### config.mk
export PLATFORM = sky130hd
export DESIGN_NAME = mont_top
export DESIGN_NICKNAME = d
export VERILOG_FILES = /design/src/logic/mont_pkg.sv /design/src/logic/mp_adder.sv /design/src/logic/multiple_table.sv /design/src/logic/mont_datapath.sv /design/src/logic/mont_ctrl.sv /design/src/logic/mont_top.sv
export SDC_FILE = /design/constraint.sdc
export NUM_CORES = 1
export LEC_CHECK = 0
export BUFFER_PORTS_ARGS = -buffer_cell sky130_fd_sc_hd__buf_2
export CAP_MARGIN = 20
export CORE_ASPECT_RATIO = 0.8
export CORE_MARGIN = 4
export CORE_UTILIZATION = 53
export DETAILED_ROUTE_END_ITERATION = 10
export PLACE_DENSITY = 0.84
export SYNTH_ARGS = -nofsm -noshare
export SYNTH_HDL_FRONTEND = slang
export SYNTH_SLANG_ARGS = --single-unit
export TNS_END_PERCENT = 5
### constraint.sdc
create_clock -name clk -period 7.7 [get_ports clk]
set_clock_uncertainty 0.1 [all_clocks]
set_input_delay 1.925 -clock clk [delete_from_list [all_inputs] [get_ports clk]]
set_output_delay 1.925 -clock clk [all_outputs]
set_load 0.02 [all_outputs]
### src/logic/mont_pkg.sv
`default_nettype none

package mont_pkg;

    // operand width, kept small for short simulations
    localparam int WIDTH = 64;
    // headroom for 3m + 3b plus a sign bit
    localparam int ACC_W = WIDTH + 4;
    localparam int ACC_PAD = ACC_W - WIDTH;
    localparam int DIGIT_COUNT = WIDTH / 2;
    localparam int CNT_W = $clog2(DIGIT_COUNT);

    // multiple-select codes, a digit value maps straight onto 0..3
    localparam logic [2:0] SEL_ZERO = 3'd0;
    localparam logic [2:0] SEL_B    = 3'd1;
    localparam logic [2:0] SEL_2B   = 3'd2;
    localparam logic [2:0] SEL_3B   = 3'd3;
    localparam logic [2:0] SEL_M    = 3'd4;
    localparam logic [2:0] SEL_2M   = 3'd5;
    localparam logic [2:0] SEL_3M   = 3'd6;

    typedef struct packed {
        logic [WIDTH-1:0] a;
        logic [WIDTH-1:0] b;
        logic [WIDTH-1:0] m;
    } mont_operands_t;

    typedef struct packed {
        logic       adder_start;
        logic       subtract;
        logic       load_3m;
        logic       load_3b;
        logic       load_a;
        logic       shift_a;
        logic [2:0] sel;
        logic       precompute_src_b;
        logic       loop_mode;
        logic       shift_acc;
        logic       acc_en;
        logic       result_en;
    } mont_ctrl_t;

    // two's complement view after a subtraction
    typedef struct packed {
        logic             neg;
        logic [ACC_W-2:0] mag;
    } acc_diff_t;

    typedef union packed {
        logic [ACC_W-1:0] word;
        acc_diff_t        diff;
    } acc_word_u;

endpackage

`default_nettype wire

### src/logic/mp_adder.sv
`timescale 1ns/1ps
`default_nettype none

module mp_adder (
    input  wire                       clk,
    input  wire                       resetn,
    input  wire                       start,
    input  wire                       subtract,
    input  wire [mont_pkg::ACC_W-1:0] op_a,
    input  wire [mont_pkg::ACC_W-1:0] op_b,
    output mont_pkg::acc_word_u       sum,
    output logic                      adder_done
);
    import mont_pkg::*;

    localparam int LO_W = ACC_W / 2;
    localparam int HI_W = ACC_W - LO_W;

    logic [LO_W:0]   lo_sum;
    logic [HI_W-1:0] hi_sum;
    logic [LO_W-1:0] lo_q;
    logic            carry_q;
    logic            sub_q;
    logic            hi_pending;

    // subtract as a + ~b + 1, carry-in on the low half
    assign lo_sum = {1'b0, op_a[LO_W-1:0]}
                  + {1'b0, op_b[LO_W-1:0] ^ {LO_W{subtract}}}
                  + (LO_W + 1)'(subtract);

    // upper half in the second cycle, operands still held
    assign hi_sum = op_a[ACC_W-1:LO_W]
                  + (op_b[ACC_W-1:LO_W] ^ {HI_W{sub_q}})
                  + HI_W'(carry_q);

    always_ff @(posedge clk) begin
        if (!resetn) begin
            hi_pending <= 1'b0;
            adder_done <= 1'b0;
        end else begin
            hi_pending <= start;
            adder_done <= hi_pending;
        end
    end

    always_ff @(posedge clk) begin
        if (start) begin
            lo_q    <= lo_sum[LO_W-1:0];
            carry_q <= lo_sum[LO_W];
            sub_q   <= subtract;
        end
        if (hi_pending) begin
            sum.word <= {hi_sum, lo_q};
        end
    end

endmodule

`default_nettype wire

### src/logic/multiple_table.sv
`timescale 1ns/1ps
`default_nettype none

module multiple_table (
    input  wire                        clk,
    input  wire mont_pkg::mont_ctrl_t  ctrl,
    input  wire [mont_pkg::WIDTH-1:0]  b,
    input  wire [mont_pkg::WIDTH-1:0]  m,
    input  wire mont_pkg::acc_word_u   sum,
    output logic [mont_pkg::ACC_W-1:0] multiple
);
    import mont_pkg::*;

    logic [ACC_W-1:0] one_b;
    logic [ACC_W-1:0] two_b;
    logic [ACC_W-1:0] three_b;
    logic [ACC_W-1:0] one_m;
    logic [ACC_W-1:0] two_m;
    logic [ACC_W-1:0] three_m;

    // single and double multiples need no storage
    assign one_b = {{ACC_PAD{1'b0}}, b};
    assign two_b = {{(ACC_PAD - 1){1'b0}}, b, 1'b0};
    assign one_m = {{ACC_PAD{1'b0}}, m};
    assign two_m = {{(ACC_PAD - 1){1'b0}}, m, 1'b0};

    // triples captured from the adder during precompute
    always_ff @(posedge clk) begin
        if (ctrl.load_3m) begin
            three_m <= sum.word;
        end
        if (ctrl.load_3b) begin
            three_b <= sum.word;
        end
    end

    always_comb begin
        case (ctrl.sel)
            SEL_B: begin
                multiple = one_b;
            end
            SEL_2B: begin
                multiple = two_b;
            end
            SEL_3B: begin
                multiple = three_b;
            end
            SEL_M: begin
                multiple = one_m;
            end
            SEL_2M: begin
                multiple = two_m;
            end
            SEL_3M: begin
                multiple = three_m;
            end
            default: begin
                multiple = '0;
            end
        endcase
    end

endmodule

`default_nettype wire

### src/logic/mont_datapath.sv
`timescale 1ns/1ps
`default_nettype none

module mont_datapath (
    input  wire                           clk,
    input  wire mont_pkg::mont_ctrl_t     ctrl,
    input  wire mont_pkg::mont_operands_t ops,
    input  wire [mont_pkg::ACC_W-1:0]     multiple,
    input  wire mont_pkg::acc_word_u      sum,
    output logic [mont_pkg::ACC_W-1:0]    op_a,
    output logic [mont_pkg::ACC_W-1:0]    op_b,
    output logic [1:0]                    digit,
    output logic [1:0]                    acc_low,
    output logic [mont_pkg::WIDTH-1:0]    result
);
    import mont_pkg::*;

    logic [WIDTH-1:0] a_q;
    logic [WIDTH-1:0] pre_src;
    logic [ACC_W-1:0] acc_view;

    // m first, then b, each added to its own double
    assign pre_src = ctrl.precompute_src_b ? ops.b : ops.m;

    // divide by 4 once the low two bits have been cleared
    assign acc_view = ctrl.shift_acc ? {2'b00, sum.word[ACC_W-1:2]} : sum.word;

    always_comb begin
        if (ctrl.loop_mode) begin
            // acc_en low starts the first digit from zero
            op_a = ctrl.acc_en ? acc_view : '0;
            op_b = multiple;
        end else begin
            op_a = {{ACC_PAD{1'b0}}, pre_src};
            op_b = {{(ACC_PAD - 1){1'b0}}, pre_src, 1'b0};
        end
    end

    // reduction choice looks at the operand actually fed in
    assign acc_low = op_a[1:0];
    assign digit = a_q[1:0];

    // a consumed lsb first, two bits per digit
    always_ff @(posedge clk) begin
        if (ctrl.load_a) begin
            a_q <= ops.a;
        end else if (ctrl.shift_a) begin
            a_q <= {2'b00, a_q[WIDTH-1:2]};
        end
    end

    // fully reduced value fits in the low WIDTH bits
    always_ff @(posedge clk) begin
        if (ctrl.result_en) begin
            result <= sum.word[WIDTH-1:0];
        end
    end

endmodule

`default_nettype wire

### src/logic/mont_ctrl.sv
`timescale 1ns/1ps
`default_nettype none

module mont_ctrl (
    input  wire                      clk,
    input  wire                      resetn,
    input  wire                      start,
    input  wire [1:0]                digit,
    input  wire [1:0]                m_low,
    input  wire [1:0]                acc_low,
    input  wire mont_pkg::acc_word_u sum,
    input  wire                      adder_done,
    output mont_pkg::mont_ctrl_t     ctrl,
    output logic                     done
);
    import mont_pkg::*;

    typedef enum logic [3:0] {
        S_IDLE,
        S_PRE_3M,
        S_PRE_3B,
        S_DIGIT,
        S_REDUCE,
        S_SUB_FIRST,
        S_SUB,
        S_ADD_BACK,
        S_FINISH
    } state_t;

    state_t           state;
    state_t           state_next;
    logic             in_flight;
    logic             launch;
    logic [CNT_W-1:0] count;
    logic [1:0]       red_prod;
    logic [2:0]       red_sel;

    // multiple of m that clears the low two accumulator bits
    assign red_prod = acc_low * m_low;

    always_comb begin
        if (acc_low == 2'd0) begin
            red_sel = SEL_ZERO;
        end else if (acc_low == 2'd2) begin
            red_sel = SEL_2M;
        end else if (red_prod == 2'd1) begin
            red_sel = SEL_3M;
        end else begin
            red_sel = SEL_M;
        end
    end

    always_comb begin
        state_next = state;
        case (state)
            S_IDLE: begin
                if (start) state_next = S_PRE_3M;
            end
            S_PRE_3M: begin
                if (adder_done) state_next = S_PRE_3B;
            end
            S_PRE_3B: begin
                if (adder_done) state_next = S_DIGIT;
            end
            S_DIGIT: begin
                if (adder_done) state_next = S_REDUCE;
            end
            S_REDUCE: begin
                if (adder_done) begin
                    state_next = (count == CNT_W'(DIGIT_COUNT - 1)) ? S_SUB_FIRST : S_DIGIT;
                end
            end
            S_SUB_FIRST, S_SUB: begin
                // went negative, one m too many
                if (adder_done) state_next = sum.diff.neg ? S_ADD_BACK : S_SUB;
            end
            S_ADD_BACK: begin
                if (adder_done) state_next = S_FINISH;
            end
            default: begin
                state_next = S_IDLE;
            end
        endcase
    end

    // one addition per state visit, launched on entry
    assign launch = (state != S_IDLE) && (state != S_FINISH) && !in_flight;

    always_comb begin
        ctrl = '0;
        ctrl.adder_start = launch;
        case (state)
            S_PRE_3M: begin
                ctrl.load_a  = launch;
                ctrl.load_3m = adder_done;
            end
            S_PRE_3B: begin
                ctrl.precompute_src_b = 1'b1;
                ctrl.load_3b          = adder_done;
            end
            S_DIGIT: begin
                ctrl.loop_mode = 1'b1;
                ctrl.sel       = {1'b0, digit};
                ctrl.shift_acc = 1'b1;
                ctrl.acc_en    = (count != '0);
                ctrl.shift_a   = adder_done;
            end
            S_REDUCE: begin
                ctrl.loop_mode = 1'b1;
                ctrl.sel       = red_sel;
                ctrl.acc_en    = 1'b1;
            end
            S_SUB_FIRST, S_SUB: begin
                ctrl.loop_mode = 1'b1;
                ctrl.sel       = SEL_M;
                ctrl.subtract  = 1'b1;
                ctrl.acc_en    = 1'b1;
                // last reduction still carries the pending divide by 4
                ctrl.shift_acc = (state == S_SUB_FIRST);
            end
            S_ADD_BACK: begin
                ctrl.loop_mode = 1'b1;
                ctrl.sel       = SEL_M;
                ctrl.acc_en    = 1'b1;
                ctrl.result_en = adder_done;
            end
            default: begin
            end
        endcase
    end

    assign done = (state == S_FINISH);

    always_ff @(posedge clk) begin
        if (!resetn) begin
            state     <= S_IDLE;
            in_flight <= 1'b0;
            count     <= '0;
        end else begin
            state <= state_next;
            if (launch) begin
                in_flight <= 1'b1;
            end else if (adder_done) begin
                in_flight <= 1'b0;
            end
            if (state == S_IDLE) begin
                count <= '0;
            end else if (state == S_REDUCE && adder_done) begin
                count <= count + 1'b1;
            end
        end
    end

endmodule

`default_nettype wire

### src/logic/mont_top.sv
`timescale 1ns/1ps
`default_nettype none

module mont_top (
    input  wire                           clk,
    input  wire                           resetn,
    input  wire                           start,
    input  wire mont_pkg::mont_operands_t ops,
    output wire [mont_pkg::WIDTH-1:0]     result,
    output wire                           done
);
    import mont_pkg::*;

    wire mont_ctrl_t  ctrl;
    wire acc_word_u   sum;
    wire              adder_done;
    wire [ACC_W-1:0]  op_a;
    wire [ACC_W-1:0]  op_b;
    wire [ACC_W-1:0]  multiple;
    wire [1:0]        digit;
    wire [1:0]        acc_low;

    mont_ctrl i_ctrl (
        .clk        (clk),
        .resetn     (resetn),
        .start      (start),
        .digit      (digit),
        .m_low      (ops.m[1:0]),
        .acc_low    (acc_low),
        .sum        (sum),
        .adder_done (adder_done),
        .ctrl       (ctrl),
        .done       (done)
    );

    mont_datapath i_datapath (
        .clk      (clk),
        .ctrl     (ctrl),
        .ops      (ops),
        .multiple (multiple),
        .sum      (sum),
        .op_a     (op_a),
        .op_b     (op_b),
        .digit    (digit),
        .acc_low  (acc_low),
        .result   (result)
    );

    multiple_table i_table (
        .clk      (clk),
        .ctrl     (ctrl),
        .b        (ops.b),
        .m        (ops.m),
        .sum      (sum),
        .multiple (multiple)
    );

    mp_adder i_adder (
        .clk        (clk),
        .resetn     (resetn),
        .start      (ctrl.adder_start),
        .subtract   (ctrl.subtract),
        .op_a       (op_a),
        .op_b       (op_b),
        .sum        (sum),
        .adder_done (adder_done)
    );

endmodule

`default_nettype wire

==> results of run 1 <==
-- Yosys cell counts, types with 14 or more instances --
library cell  count  share of area [%]
a21o_1           25               0.90
a21oi_1         123                2.9
a221o_1         127                6.1
a221oi_1         66                2.8
clkbuf_1        100                1.8
edfxtp_1        368                 53
ha_1             68                4.1
inv_1            37               0.66
mux2_2           63                3.4
mux2i_1         127                6.1
nand2_1          41               0.74
nand2b_1         14               0.42
nand3_1          18               0.43
nor2_1           58                1.0
nor3_1           16               0.38
o21ai_0          30               0.72
o22ai_1          62                1.9
xnor2_1          51                2.1
xor2_1           80                3.4
-- metrics by stage --
step,setup TNS [ns],std cells
after floorplan,-20.48,1645
after CTS,0,2429
after detailed placement,0,2357
final,0,2440
after global routing,0,2438
after global placement,0,2357
-- final timing paths --
kind                endpoint  slack [ns]  depth (start not counted)
max          i_adder.carry_q        0.55                         24
min           i_adder.sum[1]        0.32                          0
max reg2reg  i_adder.carry_q        0.57                         21
min reg2reg   i_adder.sum[1]        0.32                          0
-- per-layer routing --
metal	global-route usage, %	wire, µm	up-vias
met1	35.7	23300	7738
met2	41.7	26600	985
met5	0	27	-
met3	5.45	5950	131
li1	-	-	7086
met4	8.34	1660	4
-- registers in the layout, summed over array words and instances, names as in the netlist, 4 cells and up --
name and cells:
i_adder.sum 68, i_table.three_b 68, i_table.three_m 68, i_datapath.a_q 64, i_datapath.result 64, i_adder.lo_q 34, i_ctrl.count 5, i_ctrl.state 4
-- cell families (layout without fill, tap and decap cells) --
family / count (synthesis) / after routing / synth area share, %
and+or+nand+nor: 212 / 212 / 5.37
AOI/OAI and AO/OA: 511 / 511 / 18.5
DFF: 380 / 380 / 54.0
buffers and inverters: 149 / 405 / 2.80
xor gates and xnor gates: 131 / 131 / 5.49
adders and majority gates: 71 / 71 / 4.36
muxes: 191 / 191 / 9.54
other: 0 / 11 / 0
-- power by group --
| group | internal (mW) | switching, mW | total [mW] |
|---|---|---|---|
| sequential | 2.51 | 0.0904 | 2.60 |
| clock | 1.14 | 0.828 | 1.97 |
| combinational | 0.527 | 0.697 | 1.22 |
| total | 4.18 | 1.62 | 5.80 |
-- worst register-to-register path: stages, from the launching register on --
cell	delay [ns]
dfxtp_1	1.05
nor4b_2	0.44
and3_2	0.62
buf_4	0.45
nor3_2	0.13
buf_4	0.22
a221oi_1	0.35
nor2_1	0.09
xor2_1	0.16
ha_1	0.39
nor2b_1	0.15
o21ai_0	0.23
a21boi_0	0.19
o21ai_0	0.28
a21boi_0	0.19
o2111ai_1	0.22
o211ai_1	0.21
a311oi_1	0.60
o2bb2ai_1	0.31
o2111ai_1	0.19
o211ai_1	0.17
o21ai_0	0.15
-- area by class of cell --
cell class / instances / share of cell area (%)
sequential: 380 / 46.7
multi-input combinational: 1116 / 37.8
timing repair buffer: 296 / 6.57
clock buffer: 43 / 4.28
tap: 528 / 2.73
clock inverter: 29 / 1.18
inverter: 37 / 0.575
antenna: 11 / 0.114
==> results.tsv, run 1 <==
metric	value	unit
ios	260	
cts.repair.resized	0	
relSlewSlack	25.6	%
cts_buffer_depth	3	
ys_warn_count	0	
routed_wl	57600	µm
worst_slew_pin_slew	1.12	ns
critPathCaptureType	flip-flop	
clock_latency	0.56	ns
drv_cap	0	
die_w	230	µm
setup_violations	0	
syn_inst	1645	
layout_common_cells	edfxtp_1, buf_2, a221o_1, mux2i_1, a21oi_1	
grt_max_degree	70	
initial_core_util	54.2	%
seq_area	0.0113	mm²
syn_area	0.0209	mm²
power	5.80	mW
cp_max_fo	15	
dp_hpwl	38300	µm
vias_per_cell	6.53	
power_density	240	mW/mm²
drcViolationCount	0	
synth.net_count	1911	
drt-initial-drc-count	1926	
clk_pin_slew	0.06	ns
path_cells	buf_2 > nand2b_1 > o311ai_4 > a311oi_4 > nor3b_1 > a21oi_1 > nor3_2 > buf_4 > a221oi_1 > nor2_1 > xor2_1 > ha_1 > nor2b_1 > o21ai_0 > a21boi_0 > o21ai_0 > a21boi_0 > o2111ai_1 > o211ai_1 > a311oi_1 > o2bb2ai_1 > o2111ai_1 > o211ai_1 > o21ai_0	
synth.distinct_cells	78	
htreeDepth	2	
synth-edff-count	368	
postCtsHoldBufs	0	
rows	64	
place_area	0.0228	mm²
grt_pass1_vias	15800	
ys_seq_area_share	54.0	%
min_period	7.15	ns
max_stage_delay	0.60	ns
grt-ovfl-total	0	
drive_gt1_share	24.1	%
r2r-start	i_ctrl.state[2]	
cts.sinks	380	
crit_required	7.89	ns
synthArstFlopShare	0	%
leakage	9.32	nW
cts_tree	built	
grt_antenna_before_repair	11	
wire_per_inst	23.6	µm
post-place-ws	0.154	ns
cts_root_buf	clkbuf_16	
worst_slack	0.547	ns
cp_num_buf_inv	2	
final_net_count	2137	
core	0.0386	mm²
cp_slowest_cell	a311oi_1	
holdCritPathClass	flip-flop to flip-flop	
synth_area_per_cell	12.7	µm²
die_y	186	µm
place.gp.congestion	0.947	
multi_input_area	0.00913	mm²
status	finished, final reports clean	
worstPathArrival	7.34	ns
grt_use_total	25.9	%
finalHoldViolations	0	
period_share	92.9	%
antenna_left	0	
synth_ff_type	edfxtp_1	
fill_cells	2967	
finalMaxSlewViolations	0	
path_common_cell	o21ai_0	
crit_path_start_kind	primary input	
hold_start	i_adder.lo_q[1]	
ys_seq_elements	380	
fin_util	62.6	%
syn_to_final_growth	15.5	%
io_buffers	259	
hold-worst-slack	0.317	ns
max_freq	0.140	GHz
fin_area	0.0242	mm²
grt_pass1_wl	88600	µm
rsz0062_at_grt	no	
firstDrtPassIters	8	
crit_path_start	ops[1]	
postCtsSetupBuffers	0	
irDropWorstVdd	0.155	mV
worst-setup-path-type	primary input to flip-flop	
dieArea	0.0427	mm²
critPathTopFamily	compound AO/OA/AOI/OAI gates	
cts_inserted_buffers	40	
final_common_cell	edfxtp_1	
routed-via-count	15900	
Power figures use the tool's default switching activity.
==> inputs of run 2 (changes only) <==
- CORE_UTILIZATION: 53 -> 54
- CTS_CLUSTER_DIAMETER: unset -> 60
- SYNTH_HIERARCHICAL: unset -> 1
==> run 2 against run 1 <==
- final cell count up 11%
- setup slack improved by 0.20 ns
- synthesized area grew 11%
- global-route usage up 1.1 points
- largest power group unchanged
==> results.tsv, run 2 <==
metric	value	unit	change
status	finished, final reports clean		unchanged
power_density	231	mW/mm²	was 240 mW/mm²
firstDrtPassIters	6		was 8
critPathCaptureType	flip-flop		unchanged
ys_seq_elements	380		unchanged
vias_per_cell	6.39		was 6.53
synth-edff-count	368		unchanged
multi_input_area	0.0108	mm²	was 0.00913 mm²
path_cells	nand2_1 > nor2_1 > nor2_1 > nor2_1 > nand2_4 > o22ai_1 > nor2_1 > a21oi_4 > buf_4 > and2b_1 > a221oi_1 > a31oi_1 > inv_1 > mux2i_1 > xor2_1 > ha_1 > and4_1 > a211oi_2 > a21oi_1 > nor3_1 > o21ai_1 > a21o_1 > a221oi_1 > nor4_1		was buf_2 > nand2b_1 > o311ai_4 > a311oi_4 > nor3b_1 > a21oi_1 > nor3_2 > buf_4 > a221oi_1 > nor2_1 > xor2_1 > ha_1 > nor2b_1 > o21ai_0 > a21boi_0 > o21ai_0 > a21boi_0 > o2111ai_1 > o211ai_1 > a311oi_1 > o2bb2ai_1 > o2111ai_1 > o211ai_1 > o21ai_0
routed_wl	65000	µm	was 57600 µm
fin_util	61.8	%	was 62.6%
drt-initial-drc-count	2040		was 1926
min_period	6.95	ns	was 7.15 ns
grt-ovfl-total	0		unchanged
wire_per_inst	24.0	µm	was 23.6 µm
finalMaxSlewViolations	0		unchanged
layout_common_cells	edfxtp_1, buf_2, mux2i_1		was edfxtp_1, buf_2, a221o_1, mux2i_1, a21oi_1
grt_antenna_before_repair	4		was 11
crit_path_start_kind	flip-flop		was primary input
seq_area	0.0113	mm²	about the same
clock_latency	0.58	ns	was 0.56 ns
max_stage_delay	0.63	ns	was 0.60 ns
syn_inst	1901		was 1645
clk_pin_slew	0.06	ns	about the same
setup_violations	0		unchanged
yosysMostFrequentCell	edfxtp_1		unchanged
cts.sinks	380		unchanged
irDropWorstVdd	0.160	mV	was 0.155 mV
r2r-start	i_ctrl/state[1]		was i_ctrl.state[2]
finalHoldViolations	0		unchanged
syn_to_final_growth	12.6	%	was 15.5%
grt_pass1_vias	17100		was 15800
relSlewSlack	24.3	%	was 25.6%
rrSetupSlack	0.75	ns	was 0.57 ns
reg_top3	i_adder/sum x68, i_table/three_b x68, i_table/three_m x68		was i_adder.sum x68, i_table.three_b x68, i_table.three_m x68
dp_hpwl	44800	µm	was 38300 µm
period_share	90.3	%	was 92.9%
rows	67		was 64
grt_use_total	27.1	%	was 25.9%
leakage	9.21	nW	was 9.32 nW
grt_max_degree	70		unchanged
io_buffers	259		unchanged
holdCritPathClass	flip-flop to flip-flop		unchanged
cp_slowest_cell	dfxtp_2		was a311oi_1
synth.net_count	2167		was 1911
synth_area_per_cell	12.2	µm²	was 12.7 µm²
drcViolationCount	0		unchanged
drv_cap	0		unchanged
crit_required	7.91	ns	was 7.89 ns
crit_path_start	i_ctrl/state[1]		was ops[1]
cts_tree	built		unchanged
ys_seq_area_share	48.7	%	was 54.0%
synthTopCellsByArea	edfxtp_1, mux2i_1, mux2_2, ha_1, xor2_1		was edfxtp_1, a221o_1, mux2i_1, ha_1, mux2_2
synth_top_cell_by_area	edfxtp_1		unchanged
postCtsSetupBuffers	0		unchanged
critPathCapture	i_adder/lo_q[31]		was i_adder.carry_q
synth_ff_type	edfxtp_1		unchanged
cts_buffer_depth	3		unchanged
synthArstFlopShare	0	%	unchanged
r2r-end	i_adder/lo_q[31]		was i_adder.carry_q
htreeDepth	2		unchanged
cp_max_fo	34		was 15
routed-via-count	17300		was 15900
synth_common_cells	edfxtp_1, mux2i_1, nand2_1, mux2_2, xor2_1		was edfxtp_1, a221o_1, mux2i_1, a21oi_1, clkbuf_1
place.gp.congestion	0.938		was 0.947
ios	260		unchanged
antenna_left	0		unchanged
synth_top_area_share	47.7	%	was 52.8%
final_common_cell	edfxtp_1		unchanged
syn_area	0.0232	mm²	was 0.0209 mm²
fill_cells	3256		was 2967
dieArea	0.0463	mm²	was 0.0427 mm²
ys_warn_count	6		was 0
die_y	193	µm	was 186 µm
core	0.0422	mm²	was 0.0386 mm²
setup-tns-final	0	ns	unchanged
worst-setup-path-type	flip-flop to flip-flop		was primary input to flip-flop
initial_core_util	54.9	%	was 54.2%
worst_r2r_path_depth	24		was 21
die_w	240	µm	was 230 µm
cts_root_buf	clkbuf_16		unchanged
path_common_cell	nor2_1		was o21ai_0
final_net_count	2391		was 2137
rsz0062_at_grt	no		unchanged
max_freq	0.144	GHz	was 0.140 GHz
grt_pass1_wl	98900	µm	was 88600 µm
drive_gt1_share	23.5	%	was 24.1%
synth.distinct_cells	93		was 78
worst_slew_pin_slew	1.14	ns	was 1.12 ns
worstPathArrival	7.16	ns	was 7.34 ns
cts_inserted_buffers	41		was 40
[run 2: cell types whose count changed in the layout (fill, tap and decap cells not counted), sizes merged, moves of 25 or more]
cell and change:
a221o -125, inv +45, mux2 +86, nand2 +66, a21oi -30, mux2i +122, o221ai +25
[run 2: per-layer routing]
layer / share of wire [%] / track usage [%]
met5: 0.062 / 0
met4: 2.9 / 8.15
met3: 12 / 9.23
met2: 43 / 39.5
met1: 42 / 38.5
[run 2: worst min path at each step]
stage	to	startpoint	cells after the start
after detailed placement	i_adder/sum[17]	i_adder/lo_q[17]	0
after global placement	i_adder/sum[0]	i_adder/lo_q[0]	0
after CTS	i_adder/sum[10]	i_adder/lo_q[10]	0
final	i_adder/sum[10]	i_adder/lo_q[10]	0
after global routing	i_adder/sum[0]	i_adder/lo_q[0]	0
after floorplan	i_adder/sum[0]	i_adder/lo_q[0]	0
[run 2: through the flow]
stage | power (mW) | instances | hold slack (ns) | cell area, µm² | worst slack (ns)
finish | 6.02 | 2707 | 0.314 | 26100 | 0.748
global route | 6.27 | 2707 | 0.322 | 26100 | 0.233
CTS | 6.02 | 2706 | 0.313 | 26100 | 0.590
detailed placement | 4.03 | 2634 | 0.305 | 24700 | 0.343
global placement | 3.99 | 2634 | 0.302 | 24700 | 0.505
floorplan | 3.65 | 1901 | 0.300 | 23200 | 1.29
[run 2: cell type report]
type	count	area share, %
tap	552	2.65
inverter	86	1.24
sequential	380	43.3
antenna	1	0.00960
multi-input combinational	1310	41.3
clock buffer	56	4.30
timing repair buffer	306	6.37
clock inverter	16	0.797
[run 2: cell families after synthesis]
group | count (synthesis) | share of synthesized area [%]
AO/OA/AOI/OAI | 414 | 12.6
multiplexers | 399 | 18.1
buffers and inverters | 211 | 5.19
adder cells (fa/ha/maj) | 71 | 3.93
XOR/XNOR | 137 | 5.18
AND/OR/NAND/NOR | 289 | 6.30
flip-flops | 380 | 48.7
[run 2: worst max-delay path: cells and delay by family (launching register included)]
kind                     cells  cell delay (ns)
buffers and inverters        2             0.36
AND/OR/NAND/NOR             10             2.23
AO/OA/AOI/OAI                9             2.68
multiplexers                 1             0.19
XOR/XNOR                     1             0.18
adder cells (fa/ha/maj)      1             0.32
flip-flops                   1             0.63
[run 2: what timing repair did]
item / in CTS / in global routing
hold buffers: 0 / 0
gates resized for setup: 0 / 1
setup endpoints to repair: 0 / 4
[run 2: power by group]
group | total (mW) | switching, mW | leakage (nW) | internal (mW)
sequential | 2.65 | 0.113 | 3.47 | 2.54
combinational | 1.38 | 0.810 | 5.10 | 0.566
clock | 1.99 | 0.830 | 0.642 | 1.16
